===== config.mk =====
export PLATFORM = sky130hd
export DESIGN_NAME = id_remap_top
export DESIGN_NICKNAME = d
export VERILOG_FILES = /design/src/id_remap_pkg.sv /design/src/remap_table_if.sv /design/src/id_remap_table.sv /design/src/ax_id_assign.sv /design/src/id_remap_top.sv
export SDC_FILE = /design/constraint.sdc
export NUM_CORES = 1
export LEC_CHECK = 0
export ABC_AREA = 1
export BUFFER_PORTS_ARGS = -buffer_cell sky130_fd_sc_hd__buf_4
export CAP_MARGIN = 20
export CORE_UTILIZATION = 49
export DETAILED_ROUTE_END_ITERATION = 16
export PLACE_DENSITY = 0.82
export SYNTH_ARGS = -nofsm -noshare
export SYNTH_HDL_FRONTEND = slang
export SYNTH_SLANG_ARGS = --single-unit

===== constraint.sdc =====
create_clock -name clk_i -period 3.5 [get_ports clk_i]
set_clock_uncertainty 0.1 [all_clocks]
set_input_delay 0.525 -clock clk_i [delete_from_list [all_inputs] [get_ports clk_i]]
set_output_delay 0.525 -clock clk_i [all_outputs]
set_load 0.01 [all_outputs]

===== src/id_remap_pkg.sv =====
// ID remap shared definitions.
// Widths, limits and vector types used by the read and write remap paths.
`default_nettype none

package id_remap_pkg;

  // Slave-side IDs are wide and sparsely used.
  localparam int unsigned SLV_ID_WIDTH = 8;

  // Number of table entries per direction.
  // This is also the number of distinct slave IDs that can be in flight.
  localparam int unsigned MAX_UNIQ_IDS = 4;

  // In-flight limit for any single slave ID.
  localparam int unsigned MAX_TXNS_PER_ID = 3;

  // Table index width, derived from the entry count.
  localparam int unsigned IDX_WIDTH = $clog2(MAX_UNIQ_IDS);

  // Master-side IDs are the table index, zero-extended to this width.
  localparam int unsigned MST_ID_WIDTH = 3;

  // Counter must be able to hold MAX_TXNS_PER_ID itself.
  localparam int unsigned CNT_WIDTH = $clog2(MAX_TXNS_PER_ID + 1);

  // Payload widths of the forwarded channels.
  localparam int unsigned ADDR_WIDTH = 32;
  localparam int unsigned DATA_WIDTH = 32;
  localparam int unsigned LEN_WIDTH  = 8;

  typedef logic [SLV_ID_WIDTH-1:0] slv_id_t;
  typedef logic [MST_ID_WIDTH-1:0] mst_id_t;
  typedef logic [IDX_WIDTH-1:0]    idx_t;
  typedef logic [CNT_WIDTH-1:0]    cnt_t;
  typedef logic [ADDR_WIDTH-1:0]   addr_t;
  typedef logic [DATA_WIDTH-1:0]   data_t;
  typedef logic [LEN_WIDTH-1:0]    len_t;
  typedef logic [1:0]              resp_t;

endpackage

`default_nettype wire


===== src/remap_table_if.sv =====
// Remap table lookup and push channel.
// Connects one address-channel controller to the remap table of its direction.
`timescale 1ns/1ps
`default_nettype none

interface remap_table_if;
  import id_remap_pkg::*;

  // Lookup of the pending request, answered combinationally by the table.
  slv_id_t lookup_id;
  logic    exists;
  idx_t    exists_idx;
  logic    exists_full;

  // Lowest free entry and the all-entries-busy flag.
  logic    full;
  idx_t    free_idx;

  // One-cycle push pulse; the entry count rises at the next clock edge.
  logic    push;
  slv_id_t push_slv_id;
  idx_t    push_idx;

  // Controller side.
  modport ctrl (
    output lookup_id, push, push_slv_id, push_idx,
    input  exists, exists_idx, exists_full, full, free_idx
  );

  // Table side.
  modport tbl (
    input  lookup_id, push, push_slv_id, push_idx,
    output exists, exists_idx, exists_full, full, free_idx
  );

endinterface

`default_nettype wire


===== src/id_remap_table.sv =====
// ID remap table.
// Tracks which slave ID owns each master ID and how many of its transactions are in flight.
`timescale 1ns/1ps
`default_nettype none

module id_remap_table (
  input  logic                  clk_i,
  input  logic                  rst_n_i,
  remap_table_if.tbl            lkp,
  input  logic                  pop_i,
  input  id_remap_pkg::idx_t    pop_idx_i,
  output id_remap_pkg::slv_id_t pop_slv_id_o
);
  import id_remap_pkg::*;

  // One entry per master ID.
  // An entry is free when its count is zero; its stored ID is then meaningless.
  slv_id_t id_q  [MAX_UNIQ_IDS];
  cnt_t    cnt_q [MAX_UNIQ_IDS];

  logic [MAX_UNIQ_IDS-1:0] free_vec;
  logic [MAX_UNIQ_IDS-1:0] match_vec;
  logic [MAX_UNIQ_IDS-1:0] push_hit;
  logic [MAX_UNIQ_IDS-1:0] pop_hit;

  idx_t free_idx;
  idx_t match_idx;

  // Per-entry status and decoded push/pop targets.
  for (genvar i = 0; i < MAX_UNIQ_IDS; i++) begin : gen_entry
    assign free_vec[i]  = (cnt_q[i] == '0);
    assign match_vec[i] = (cnt_q[i] != '0) && (id_q[i] == lkp.lookup_id);
    assign push_hit[i]  = lkp.push && (lkp.push_idx == idx_t'(i));
    assign pop_hit[i]   = pop_i && (pop_idx_i == idx_t'(i));
  end

  // Lowest free entry.
  // Scanning from the top down lets the lowest hit overwrite the others.
  always_comb begin
    free_idx = '0;
    for (int i = MAX_UNIQ_IDS - 1; i >= 0; i--) begin
      if (free_vec[i]) begin
        free_idx = idx_t'(i);
      end
    end
  end

  // Entry that already carries the looked-up slave ID.
  // At most one entry can match, so the scan order does not affect the result.
  always_comb begin
    match_idx = '0;
    for (int i = MAX_UNIQ_IDS - 1; i >= 0; i--) begin
      if (match_vec[i]) begin
        match_idx = idx_t'(i);
      end
    end
  end

  assign lkp.full        = ~|free_vec;
  assign lkp.free_idx    = free_idx;
  assign lkp.exists      = |match_vec;
  assign lkp.exists_idx  = match_idx;
  // Only meaningful while exists is set.
  assign lkp.exists_full = (cnt_q[match_idx] == cnt_t'(MAX_TXNS_PER_ID));

  // Reverse lookup for the response path.
  assign pop_slv_id_o = id_q[pop_idx_i];

  // In-flight counters.
  // A push and a pop on the same entry in one cycle cancel out.
  always_ff @(posedge clk_i) begin
    if (!rst_n_i) begin
      for (int i = 0; i < MAX_UNIQ_IDS; i++) begin
        cnt_q[i] <= '0;
      end
    end else begin
      for (int i = 0; i < MAX_UNIQ_IDS; i++) begin
        case ({push_hit[i], pop_hit[i]})
          2'b10:   cnt_q[i] <= cnt_q[i] + cnt_t'(1);
          2'b01:   cnt_q[i] <= cnt_q[i] - cnt_t'(1);
          default: cnt_q[i] <= cnt_q[i];
        endcase
      end
    end
  end

  // Slave IDs are written on every push.
  // A push to a busy entry rewrites the ID that the entry already holds.
  always_ff @(posedge clk_i) begin
    if (lkp.push) begin
      id_q[lkp.push_idx] <= lkp.push_slv_id;
    end
  end

  // The controller must only push to a free entry or to the entry owned by the same ID.
  // It must also respect the per-ID limit.
  a_push_target : assert property (@(posedge clk_i) disable iff (!rst_n_i)
    lkp.push |-> ((cnt_q[lkp.push_idx] == '0) || (id_q[lkp.push_idx] == lkp.push_slv_id))
                 && (cnt_q[lkp.push_idx] < cnt_t'(MAX_TXNS_PER_ID)));

  // A response must belong to a transaction that is actually in flight.
  a_pop_busy : assert property (@(posedge clk_i) disable iff (!rst_n_i)
    pop_i |-> (cnt_q[pop_idx_i] != '0));

  // Each slave ID lives in at most one entry, otherwise ordering would break.
  a_unique_match : assert property (@(posedge clk_i) disable iff (!rst_n_i)
    $onehot0(match_vec));

endmodule

`default_nettype wire


===== src/ax_id_assign.sv =====
// Address-channel ID assignment.
// Admits AR or AW requests, picks a master ID from the remap table and holds stalled transfers.
`timescale 1ns/1ps
`default_nettype none

module ax_id_assign (
  input  logic                  clk_i,
  input  logic                  rst_n_i,
  input  logic                  slv_valid_i,
  input  id_remap_pkg::slv_id_t slv_id_i,
  output logic                  slv_ready_o,
  output logic                  mst_valid_o,
  output id_remap_pkg::mst_id_t mst_id_o,
  input  logic                  mst_ready_i,
  remap_table_if.ctrl           lkp
);
  import id_remap_pkg::*;

  // In Idle a request may be admitted; in Hold an admitted request waits for master ready.
  typedef enum logic {
    AX_IDLE,
    AX_HOLD
  } ax_state_e;

  ax_state_e state_q;
  ax_state_e state_d;
  idx_t      held_idx_q;
  idx_t      held_idx_d;

  logic admit;
  logic push;
  idx_t sel_idx;
  idx_t out_idx;

  // A request fits if its ID is in flight below the limit, or if it is new and room is left.
  assign admit = slv_valid_i &&
                 ((lkp.exists && !lkp.exists_full) || (!lkp.exists && !lkp.full));

  // Reusing the existing entry keeps same-ID transactions on one master ID, so order holds.
  assign sel_idx = lkp.exists ? lkp.exists_idx : lkp.free_idx;

  always_comb begin
    state_d     = state_q;
    held_idx_d  = held_idx_q;
    mst_valid_o = 1'b0;
    slv_ready_o = 1'b0;
    push        = 1'b0;
    out_idx     = sel_idx;

    case (state_q)
      AX_IDLE: begin
        if (admit) begin
          // The entry is claimed now, whether or not the master accepts this cycle.
          mst_valid_o = 1'b1;
          push        = 1'b1;
          slv_ready_o = mst_ready_i;
          if (!mst_ready_i) begin
            held_idx_d = sel_idx;
            state_d    = AX_HOLD;
          end
        end
      end

      AX_HOLD: begin
        // Already pushed, so only the registered ID is replayed here.
        mst_valid_o = 1'b1;
        out_idx     = held_idx_q;
        slv_ready_o = mst_ready_i;
        if (mst_ready_i) begin
          state_d = AX_IDLE;
        end
      end

      default: begin
        state_d = AX_IDLE;
      end
    endcase
  end

  // Lookup always follows the incoming ID; the table result is only used in Idle.
  assign lkp.lookup_id   = slv_id_i;
  assign lkp.push        = push;
  assign lkp.push_slv_id = slv_id_i;
  assign lkp.push_idx    = sel_idx;

  // Master IDs are the table index with zeros prepended.
  assign mst_id_o = {{(MST_ID_WIDTH - IDX_WIDTH){1'b0}}, out_idx};

  always_ff @(posedge clk_i) begin
    if (!rst_n_i) begin
      state_q    <= AX_IDLE;
      held_idx_q <= '0;
    end else begin
      state_q    <= state_d;
      held_idx_q <= held_idx_d;
    end
  end

  // A stalled request must not be withdrawn or change its ID before the master takes it.
  a_hold_stable : assert property (@(posedge clk_i) disable iff (!rst_n_i)
    (mst_valid_o && !mst_ready_i) |=> (mst_valid_o && $stable(mst_id_o)));

endmodule

`default_nettype wire


===== src/id_remap_top.sv =====
// AXI ID remapper top level.
// Narrows AW and AR IDs through separate remap tables and restores B and R IDs.
`timescale 1ns/1ps
`default_nettype none

module id_remap_top (
  input  logic                  clk_i,
  input  logic                  rst_n_i,

  // Slave port.
  input  logic                  s_aw_valid_i,
  input  id_remap_pkg::slv_id_t s_aw_id_i,
  input  id_remap_pkg::addr_t   s_aw_addr_i,
  output logic                  s_aw_ready_o,
  output logic                  s_b_valid_o,
  output id_remap_pkg::slv_id_t s_b_id_o,
  output id_remap_pkg::resp_t   s_b_resp_o,
  input  logic                  s_b_ready_i,
  input  logic                  s_ar_valid_i,
  input  id_remap_pkg::slv_id_t s_ar_id_i,
  input  id_remap_pkg::addr_t   s_ar_addr_i,
  input  id_remap_pkg::len_t    s_ar_len_i,
  output logic                  s_ar_ready_o,
  output logic                  s_r_valid_o,
  output id_remap_pkg::slv_id_t s_r_id_o,
  output id_remap_pkg::data_t   s_r_data_o,
  output id_remap_pkg::resp_t   s_r_resp_o,
  output logic                  s_r_last_o,
  input  logic                  s_r_ready_i,

  // Master port.
  output logic                  m_aw_valid_o,
  output id_remap_pkg::mst_id_t m_aw_id_o,
  output id_remap_pkg::addr_t   m_aw_addr_o,
  input  logic                  m_aw_ready_i,
  input  logic                  m_b_valid_i,
  input  id_remap_pkg::mst_id_t m_b_id_i,
  input  id_remap_pkg::resp_t   m_b_resp_i,
  output logic                  m_b_ready_o,
  output logic                  m_ar_valid_o,
  output id_remap_pkg::mst_id_t m_ar_id_o,
  output id_remap_pkg::addr_t   m_ar_addr_o,
  output id_remap_pkg::len_t    m_ar_len_o,
  input  logic                  m_ar_ready_i,
  input  logic                  m_r_valid_i,
  input  id_remap_pkg::mst_id_t m_r_id_i,
  input  id_remap_pkg::data_t   m_r_data_i,
  input  id_remap_pkg::resp_t   m_r_resp_i,
  input  logic                  m_r_last_i,
  output logic                  m_r_ready_o
);
  import id_remap_pkg::*;

  remap_table_if i_wr_lkp ();
  remap_table_if i_rd_lkp ();

  logic wr_pop;
  logic rd_pop;

  // Address payload passes straight through; only IDs and handshakes are touched.
  assign m_aw_addr_o = s_aw_addr_i;
  assign m_ar_addr_o = s_ar_addr_i;
  assign m_ar_len_o  = s_ar_len_i;

  // Responses keep their timing; back-pressure goes straight to the master.
  assign s_b_valid_o = m_b_valid_i;
  assign s_b_resp_o  = m_b_resp_i;
  assign m_b_ready_o = s_b_ready_i;
  assign s_r_valid_o = m_r_valid_i;
  assign s_r_data_o  = m_r_data_i;
  assign s_r_resp_o  = m_r_resp_i;
  assign s_r_last_o  = m_r_last_i;
  assign m_r_ready_o = s_r_ready_i;

  // A write ends with its B beat; a read ends only with its last R beat.
  assign wr_pop = m_b_valid_i && s_b_ready_i;
  assign rd_pop = m_r_valid_i && s_r_ready_i && m_r_last_i;

  ax_id_assign i_aw_assign (
    .clk_i       (clk_i),
    .rst_n_i     (rst_n_i),
    .slv_valid_i (s_aw_valid_i),
    .slv_id_i    (s_aw_id_i),
    .slv_ready_o (s_aw_ready_o),
    .mst_valid_o (m_aw_valid_o),
    .mst_id_o    (m_aw_id_o),
    .mst_ready_i (m_aw_ready_i),
    .lkp         (i_wr_lkp.ctrl)
  );

  id_remap_table i_wr_table (
    .clk_i        (clk_i),
    .rst_n_i      (rst_n_i),
    .lkp          (i_wr_lkp.tbl),
    .pop_i        (wr_pop),
    .pop_idx_i    (m_b_id_i[IDX_WIDTH-1:0]),
    .pop_slv_id_o (s_b_id_o)
  );

  ax_id_assign i_ar_assign (
    .clk_i       (clk_i),
    .rst_n_i     (rst_n_i),
    .slv_valid_i (s_ar_valid_i),
    .slv_id_i    (s_ar_id_i),
    .slv_ready_o (s_ar_ready_o),
    .mst_valid_o (m_ar_valid_o),
    .mst_id_o    (m_ar_id_o),
    .mst_ready_i (m_ar_ready_i),
    .lkp         (i_rd_lkp.ctrl)
  );

  id_remap_table i_rd_table (
    .clk_i        (clk_i),
    .rst_n_i      (rst_n_i),
    .lkp          (i_rd_lkp.tbl),
    .pop_i        (rd_pop),
    .pop_idx_i    (m_r_id_i[IDX_WIDTH-1:0]),
    .pop_slv_id_o (s_r_id_o)
  );

endmodule

`default_nettype wire


==> run_summary.xml, run 1 <==
<?xml version="1.0" encoding="UTF-8"?>
<metrics>
  <group name="floorplan">
    <metric name="core.rowCount" unit="">41</metric>
    <metric name="floorplan.initialDensity" unit="">0.504</metric>
    <metric name="pin_count" unit="">280</metric>
    <metric name="design.die.area" unit="µm²">13400</metric>
    <metric name="fp.coreArea" unit="µm²">12600</metric>
    <metric name="die_h" unit="µm">116</metric>
    <metric name="fp.dieW" unit="µm">116</metric>
  </group>
  <group name="layout">
    <metric name="finish.instance_area" unit="µm²">6540</metric>
    <metric name="area_growth" unit="%">2.89</metric>
    <metric name="post-route-util" unit="">0.518</metric>
    <metric name="final_common_cell" unit="">sky130_fd_sc_hd__nand2_1</metric>
    <metric name="fin_nets" unit="">913</metric>
    <metric name="most_frequent_cells_in_the_layout" unit="">172 x sky130_fd_sc_hd__nand2_1, 119 x sky130_fd_sc_hd__inv_1, 80 x sky130_fd_sc_hd__edfxtp_1</metric>
    <metric name="layout-drive-gt1-share" unit="">0.182</metric>
    <metric name="post_layout_nonfiller_instances" unit="">931</metric>
    <metric name="insertedDiodeCount" unit="">0</metric>
  </group>
  <group name="synthesis">
    <metric name="number_of_synthesized_flops_with_an_enable_pin" unit="">80</metric>
    <metric name="ys_async_sr_fraction" unit="">0</metric>
    <metric name="synth-warning-count" unit="">0</metric>
    <metric name="synth.yosys.seq_area_share" unit="">0.397</metric>
    <metric name="syn-cell-area" unit="µm²">6360</metric>
    <metric name="postSynth.topFlopCell" unit="">sky130_fd_sc_hd__edfxtp_1</metric>
    <metric name="cells_after_synthesis" unit="">792</metric>
    <metric name="avgSynthCellArea" unit="µm²">8.03</metric>
    <metric name="post_synth_num_cell_types" unit="">39</metric>
    <metric name="register_bit_count_reported_by_yosys" unit="">86</metric>
  </group>
  <group name="detailed_routing">
    <metric name="drt-wirelength-per-cell" unit="µm">17.7</metric>
    <metric name="viasPerCell" unit="">5.12</metric>
    <metric name="vias" unit="">4768</metric>
    <metric name="antenna_left" unit="">0</metric>
    <metric name="dr.pass1.iters" unit="">5</metric>
    <metric name="drc_viols" unit="">0</metric>
    <metric name="drt-total-wl" unit="µm">16400</metric>
    <metric name="drt_iter0_drc" unit="">375</metric>
  </group>
  <group name="cts">
    <metric name="cts.repair_timing.setup_buffer_count" unit="">0</metric>
    <metric name="h-tree-depth" unit="">3</metric>
    <metric name="cts_resized" unit="">0</metric>
    <metric name="clk_transition_reported_paths" unit="ps">60</metric>
    <metric name="clock_sinks" unit="">86</metric>
    <metric name="total_clock_buffers_created_by_cts" unit="">9</metric>
    <metric name="max-clock-path-buffers" unit="">2</metric>
    <metric name="tritoncts_clock_tree" unit="">yes</metric>
    <metric name="ctsHoldBuffers" unit="">0</metric>
    <metric name="ctsRootBufferMaster" unit="">sky130_fd_sc_hd__clkbuf_16</metric>
    <metric name="clk_lat_worst_skew" unit="ps">350</metric>
  </group>
  <group name="timing">
    <metric name="min_period" unit="ps">3210</metric>
    <metric name="worst_pin_slew" unit="ps">810</metric>
    <metric name="timing.final.setup_violations" unit="">0</metric>
    <metric name="max-slew-margin-rel" unit="">0.458</metric>
    <metric name="timing.setup.tns" unit="ps">0</metric>
    <metric name="timing_hold_violations_final" unit="">0</metric>
    <metric name="min_period_over_period" unit="">0.917</metric>
    <metric name="rsz0062_at_grt" unit="">false</metric>
    <metric name="max_clock_freq" unit="GHz">0.311</metric>
    <metric name="final_max_slew_viol_count" unit="">0</metric>
  </group>
  <group name="worst_hold_path">
    <metric name="hold-path-endpoint" unit="">i_ar_assign.state_q</metric>
    <metric name="hold_path.class" unit="">in2reg</metric>
    <metric name="hold_path_startpoint" unit="">m_ar_ready_i</metric>
    <metric name="min_delay_path_depth" unit="">2</metric>
  </group>
  <group name="setup_path">
    <metric name="reg2reg_from" unit="">i_rd_table.id_q[3][3]</metric>
    <metric name="ff2ff_setup_slack" unit="ps">290</metric>
    <metric name="critPathRequiredTime" unit="ps">3470</metric>
    <metric name="worstSetupStartpointType" unit="">flop</metric>
    <metric name="critPathKind" unit="">reg2reg</metric>
    <metric name="timing.critical_path.arrival" unit="ps">3180</metric>
    <metric name="setup.worst_path.end_class" unit="">flop</metric>
    <metric name="r2r-end" unit="">i_rd_table.cnt_q[2][0]</metric>
    <metric name="timing.critical_path.fanout_max" unit="">5</metric>
    <metric name="rr_worst_depth" unit="">18</metric>
  </group>
  <group name="run">
    <metric name="drv.max_cap_violation_count" unit="">0</metric>
  </group>
  <group name="grt">
    <metric name="grt_pass1_vias" unit="">4344</metric>
    <metric name="gr-usage-all-layers" unit="">0.245</metric>
    <metric name="initial_antenna_violation_count" unit="">0</metric>
    <metric name="grt_first_pass_wirelength" unit="µm">24000</metric>
    <metric name="grt_start_max_net_pins" unit="">20</metric>
    <metric name="grt_residual_overflow" unit="">0</metric>
  </group>
  <group name="power">
    <metric name="power.static_leakage" unit="µW">0.00306</metric>
    <metric name="power" unit="µW">2970</metric>
    <metric name="clockPowerShare" unit="">0.354</metric>
    <metric name="power.internal" unit="µW">2110</metric>
    <metric name="vdd.ir_drop.worst" unit="mV">0.252</metric>
    <metric name="p_sw_frac" unit="">0.290</metric>
    <metric name="power_density" unit="nW/µm²">454</metric>
    <metric name="power_frac_seq" unit="">0.431</metric>
    <metric name="netSwitchingPower" unit="µW">860</metric>
    <metric name="comb_power_share" unit="">0.215</metric>
  </group>
  <group name="placed_design">
    <metric name="placedInstanceArea" unit="µm²">6210</metric>
    <metric name="finalWeightedCongestion" unit="">0.952</metric>
    <metric name="place.port_buffers" unit="">59</metric>
    <metric name="placedCellCount" unit="">915</metric>
    <metric name="post-dp-hpwl" unit="µm">13000</metric>
  </group>
  <group name="outcome">
    <metric name="run_status" unit="">finished clean</metric>
  </group>
</metrics>
[worst max-delay path, cell delays in order (launching register included)]
cell and delay [ps]:
sky130_fd_sc_hd__edfxtp_1 390, sky130_fd_sc_hd__inv_1 100, sky130_fd_sc_hd__nor2_1 40, sky130_fd_sc_hd__nor3_1 300, sky130_fd_sc_hd__nand2_1 160, sky130_fd_sc_hd__o21ai_1 250
sky130_fd_sc_hd__inv_1 80, sky130_fd_sc_hd__nand2_2 100, sky130_fd_sc_hd__nand2_1 80, sky130_fd_sc_hd__nand2_1 70, sky130_fd_sc_hd__nand2_2 80, sky130_fd_sc_hd__nand2_4 110
sky130_fd_sc_hd__nor2_4 50, sky130_fd_sc_hd__nand2_1 80, sky130_fd_sc_hd__inv_1 60, sky130_fd_sc_hd__ha_1 190, sky130_fd_sc_hd__or2_2 300, sky130_fd_sc_hd__o21ai_0 230
sky130_fd_sc_hd__o21ai_0 180
[metal layers]
layer / wire (µm) / vias up / GRT usage
li1: - / 2328 / -
met1: 5810 / 2108 / 0.282
met2: 7420 / 290 / 0.377
met3: 2720 / 42 / 0.135
met4: 486 / 0 / 0.0983
met5: 0 / - / 0
[registers in the layout (all words and copies together) (netlist names)]
name,cells
i_ar_assign.held_idx_q,2
i_ar_assign.state_q,1
i_aw_assign.held_idx_q,2
i_aw_assign.state_q,1
i_rd_table.cnt_q,8
i_rd_table.id_q,32
i_wr_table.cnt_q,8
i_wr_table.id_q,32
[cell families (layout without fill, tap and decap cells)]
group | Yosys count | count (layout) | synth area share
buf+inv | 252 | 218 | 0.217
simple gates | 330 | 330 | 0.234
xor+xnor | 27 | 27 | 0.0372
compound gates | 78 | 78 | 0.0789
fa+ha+maj | 18 | 18 | 0.0354
other cells | 1 | 2 | 0.000590
flops | 86 | 86 | 0.397
[layout make-up]
class                   instances  area, µm²
flip-flops and latches         86       2520
fillers                      1176       6080
inverters                     133        499
clock buffers                   9        225
clock inverters                 7        105
multi-input cells             455       2460
well taps                     172        215
repair buffers                 69        518
[stage by stage]
step                      hold WS [ps]  worst slack (ps)
after detailed placement           361              92.3
after global placement             357               187
final                              264               289
after floorplan                    343               244
after global routing               269              61.1
after CTS                          257               311
[power by group through the flow]
stage               Clock, µW  Sequential, µW  Combinational, µW
floorplan                   0            1290                540
global placement            0            1290                619
detailed placement          0            1300                632
CTS                      1070            1280                637
global route             1120            1290                713
finish                   1050            1280                638
[synth_stat cells, types with 4 or more instances]
master | number | share of area
sky130_fd_sc_hd__a22oi_1 | 23 | 0.027
sky130_fd_sc_hd__xnor2_1 | 17 | 0.023
sky130_fd_sc_hd__edfxtp_1 | 80 | 0.38
sky130_fd_sc_hd__nand2_2 | 9 | 0.0089
sky130_fd_sc_hd__nand4_1 | 4 | 0.0039
sky130_fd_sc_hd__nor2_2 | 5 | 0.0049
sky130_fd_sc_hd__nand3_2 | 6 | 0.0094
sky130_fd_sc_hd__xor2_1 | 10 | 0.014
sky130_fd_sc_hd__nand2_1 | 172 | 0.10
sky130_fd_sc_hd__o221ai_1 | 6 | 0.0083
sky130_fd_sc_hd__buf_4 | 116 | 0.14
sky130_fd_sc_hd__nor3_1 | 9 | 0.0071
sky130_fd_sc_hd__nor2_1 | 69 | 0.041
sky130_fd_sc_hd__a21oi_1 | 13 | 0.010
sky130_fd_sc_hd__o21ai_0 | 22 | 0.017
sky130_fd_sc_hd__nor2_4 | 5 | 0.0089
sky130_fd_sc_hd__or2_2 | 6 | 0.0059
sky130_fd_sc_hd__dfxtp_1 | 6 | 0.019
sky130_fd_sc_hd__nand3_1 | 30 | 0.024
sky130_fd_sc_hd__ha_1 | 18 | 0.035
sky130_fd_sc_hd__inv_2 | 14 | 0.0083
sky130_fd_sc_hd__inv_1 | 119 | 0.070
[worst max path at each step]
stage,slack (ps),cells past startpoint,startpoint,endpoint
after floorplan,240,16,s_ar_id_i[4],i_rd_table.cnt_q[1][1]
after global placement,190,18,s_ar_id_i[5],i_rd_table.cnt_q[1][1]
after detailed placement,90,20,s_ar_id_i[5],i_rd_table.cnt_q[2][1]
after CTS,310,20,i_rd_table.cnt_q[3][0],i_rd_table.cnt_q[2][0]
after global routing,60,18,i_rd_table.id_q[3][3],i_rd_table.cnt_q[2][0]
final,290,18,i_rd_table.id_q[3][3],i_rd_table.cnt_q[2][0]
(Power assumes the default switching activity.)
==> run 2, diff against run 1 <==
==> constraint.sdc (replaced) <==
create_clock -name clk_i -period 3.5 [get_ports clk_i]
set_clock_uncertainty 0.1 [all_clocks]
set_input_delay 0.35 -clock clk_i [delete_from_list [all_inputs] [get_ports clk_i]]
set_output_delay 0.35 -clock clk_i [all_outputs]
set_load 0.01 [all_outputs]
==> run_summary.xml, run 2 (synthesis results as in run 1) <==
<?xml version="1.0" encoding="UTF-8"?>
<metrics>
  <group name="detailed_routing">
    <metric name="drt-wirelength-per-cell" unit="µm">17.8</metric>
    <metric name="dr.pass1.iters" unit="">5</metric>
    <metric name="viasPerCell" unit="">5.20</metric>
    <metric name="drc_viols" unit="">0</metric>
    <metric name="antenna_left" unit="">0</metric>
    <metric name="drt_iter0_drc" unit="">435</metric>
    <metric name="vias" unit="">4847</metric>
    <metric name="drt-total-wl" unit="µm">16600</metric>
  </group>
  <group name="cts">
    <metric name="cts.repair_timing.setup_buffer_count" unit="">0</metric>
    <metric name="tritoncts_clock_tree" unit="">yes</metric>
    <metric name="clock_sinks" unit="">86</metric>
    <metric name="cts_resized" unit="">0</metric>
    <metric name="ctsRootBufferMaster" unit="">sky130_fd_sc_hd__clkbuf_16</metric>
    <metric name="clk_lat_worst_skew" unit="ps">340</metric>
    <metric name="h-tree-depth" unit="">3</metric>
    <metric name="max-clock-path-buffers" unit="">2</metric>
    <metric name="ctsHoldBuffers" unit="">0</metric>
    <metric name="total_clock_buffers_created_by_cts" unit="">9</metric>
    <metric name="clk_transition_reported_paths" unit="ps">60</metric>
  </group>
  <group name="setup_path">
    <metric name="timing.critical_path.arrival" unit="ps">3170</metric>
    <metric name="critPathKind" unit="">reg2reg</metric>
    <metric name="worstSetupStartpointType" unit="">flop</metric>
    <metric name="ff2ff_setup_slack" unit="ps">320</metric>
    <metric name="critPathRequiredTime" unit="ps">3500</metric>
    <metric name="cp-startpoint" unit="">i_rd_table.cnt_q[3][0]</metric>
    <metric name="reg2reg_from" unit="">i_rd_table.cnt_q[3][0]</metric>
    <metric name="setup.worst_path.end_class" unit="">flop</metric>
    <metric name="r2r-end" unit="">i_rd_table.cnt_q[2][1]</metric>
    <metric name="rr_worst_depth" unit="">21</metric>
    <metric name="timing.critical_path.to" unit="">i_rd_table.cnt_q[2][1]</metric>
    <metric name="timing.critical_path.fanout_max" unit="">5</metric>
  </group>
  <group name="floorplan">
    <metric name="fp.dieW" unit="µm">116</metric>
    <metric name="pin_count" unit="">280</metric>
    <metric name="floorplan.initialDensity" unit="">0.504</metric>
    <metric name="fp.coreArea" unit="µm²">12600</metric>
    <metric name="die_h" unit="µm">116</metric>
    <metric name="design.die.area" unit="µm²">13400</metric>
    <metric name="core.rowCount" unit="">41</metric>
  </group>
  <group name="grt">
    <metric name="initial_antenna_violation_count" unit="">0</metric>
    <metric name="gr-usage-all-layers" unit="">0.247</metric>
    <metric name="grt_pass1_vias" unit="">4471</metric>
    <metric name="grt_residual_overflow" unit="">0</metric>
    <metric name="grt_first_pass_wirelength" unit="µm">24300</metric>
    <metric name="grt_start_max_net_pins" unit="">20</metric>
  </group>
  <group name="timing">
    <metric name="timing.setup.tns" unit="ps">0</metric>
    <metric name="max_clock_freq" unit="GHz">0.315</metric>
    <metric name="timing_hold_violations_final" unit="">0</metric>
    <metric name="final.setup.worst_slack" unit="ps">321</metric>
    <metric name="min_period_over_period" unit="">0.908</metric>
    <metric name="rsz0062_at_grt" unit="">false</metric>
    <metric name="min_period" unit="ps">3180</metric>
    <metric name="final_max_slew_viol_count" unit="">0</metric>
    <metric name="timing.final.setup_violations" unit="">0</metric>
  </group>
  <group name="layout">
    <metric name="layout-drive-gt1-share" unit="">0.182</metric>
    <metric name="finish.instance_area" unit="µm²">6560</metric>
    <metric name="fin_nets" unit="">914</metric>
    <metric name="registers_with_the_highest_flip_flop_counts" unit="">i_rd_table.id_q: 32 flops, i_wr_table.id_q: 32 flops</metric>
    <metric name="insertedDiodeCount" unit="">0</metric>
    <metric name="post_layout_nonfiller_instances" unit="">932</metric>
    <metric name="area_growth" unit="%">3.23</metric>
    <metric name="most_frequent_cells_in_the_layout" unit="">172 x sky130_fd_sc_hd__nand2_1, 119 x sky130_fd_sc_hd__inv_1, 80 x sky130_fd_sc_hd__edfxtp_1</metric>
    <metric name="final_common_cell" unit="">sky130_fd_sc_hd__nand2_1</metric>
  </group>
  <group name="worst_hold_path">
    <metric name="hold_path.class" unit="">in2reg</metric>
  </group>
  <group name="placed_design">
    <metric name="place.port_buffers" unit="">59</metric>
    <metric name="finalWeightedCongestion" unit="">0.938</metric>
    <metric name="post-dp-hpwl" unit="µm">13000</metric>
    <metric name="placedCellCount" unit="">916</metric>
    <metric name="preCtsSetupSlack" unit="ps">266</metric>
    <metric name="placedInstanceArea" unit="µm²">6220</metric>
  </group>
  <group name="power">
    <metric name="power" unit="µW">3030</metric>
    <metric name="power_density" unit="nW/µm²">462</metric>
    <metric name="vdd.ir_drop.worst" unit="mV">0.205</metric>
    <metric name="power.static_leakage" unit="µW">0.00308</metric>
  </group>
  <group name="run">
    <metric name="drv.max_cap_violation_count" unit="">0</metric>
  </group>
  <group name="outcome">
    <metric name="run_status" unit="">finished clean</metric>
  </group>
</metrics>
-- run 2: worst min path at each step --
stage | from | to | cells past startpoint
after global placement | i_ar_assign.held_idx_q[1] | i_ar_assign.held_idx_q[1] | 2
after detailed placement | i_ar_assign.held_idx_q[1] | i_ar_assign.held_idx_q[1] | 2
after global routing | m_ar_ready_i | i_ar_assign.state_q | 2
final | m_ar_ready_i | i_ar_assign.state_q | 2
after floorplan | m_ar_ready_i | i_ar_assign.state_q | 1
after CTS | m_ar_ready_i | i_ar_assign.state_q | 2
-- run 2: where the power goes --
part / internal [µW] / switching, µW
Sequential: 1230 / 50.2
Clock: 700 / 408
Combinational: 244 / 400
Total: 2170 / 858
-- run 2: worst max-delay path, cell delays in order (launching register included) --
cell                       delay [ps]
sky130_fd_sc_hd__edfxtp_1         380
sky130_fd_sc_hd__inv_1             60
sky130_fd_sc_hd__ha_1             220
sky130_fd_sc_hd__inv_1             80
sky130_fd_sc_hd__nand2_1           50
sky130_fd_sc_hd__nor2_1            90
sky130_fd_sc_hd__nand3_1           90
sky130_fd_sc_hd__o21ai_1          200
sky130_fd_sc_hd__inv_1             80
sky130_fd_sc_hd__nand2_2          100
sky130_fd_sc_hd__nand2_1           70
sky130_fd_sc_hd__nand2_1           70
sky130_fd_sc_hd__nand2_2           80
sky130_fd_sc_hd__nand2_4          110
sky130_fd_sc_hd__nor2_4            40
sky130_fd_sc_hd__nand2_1           80
sky130_fd_sc_hd__inv_1             70
sky130_fd_sc_hd__ha_1             190
sky130_fd_sc_hd__or2_2            280
sky130_fd_sc_hd__o21ai_0          280
sky130_fd_sc_hd__o21bai_1         160
sky130_fd_sc_hd__a21oi_1           50
-- run 2: stage by stage --
stage,hold slack (ps),util
after floorplan,322,-
after global placement,355,0.493
after detailed placement,371,0.493
after CTS,91.6,0.520
after global routing,102,0.520
final,90.6,0.520
-- run 2: final cells by class --
| class | instances | area, µm² |
|---|---|---|
| fill | 1164 | 6060 |
| clock inverter | 7 | 119 |
| sequential | 86 | 2520 |
| multi-input combinational | 455 | 2460 |
| clock buffer | 9 | 225 |
| tap | 172 | 215 |
| timing repair buffer | 70 | 526 |
| inverter | 133 | 499 |
-- run 2: layer usage --
| layer | vias up | GRT usage | share of wire |
|---|---|---|---|
| met2 | 279 | 0.387 | 0.45 |
| met3 | 38 | 0.117 | 0.14 |
| li1 | 2338 | - | - |
| met5 | - | 0.00741 | 0 |
| met4 | 0 | 0.0940 | 0.026 |
| met1 | 2192 | 0.294 | 0.37 |
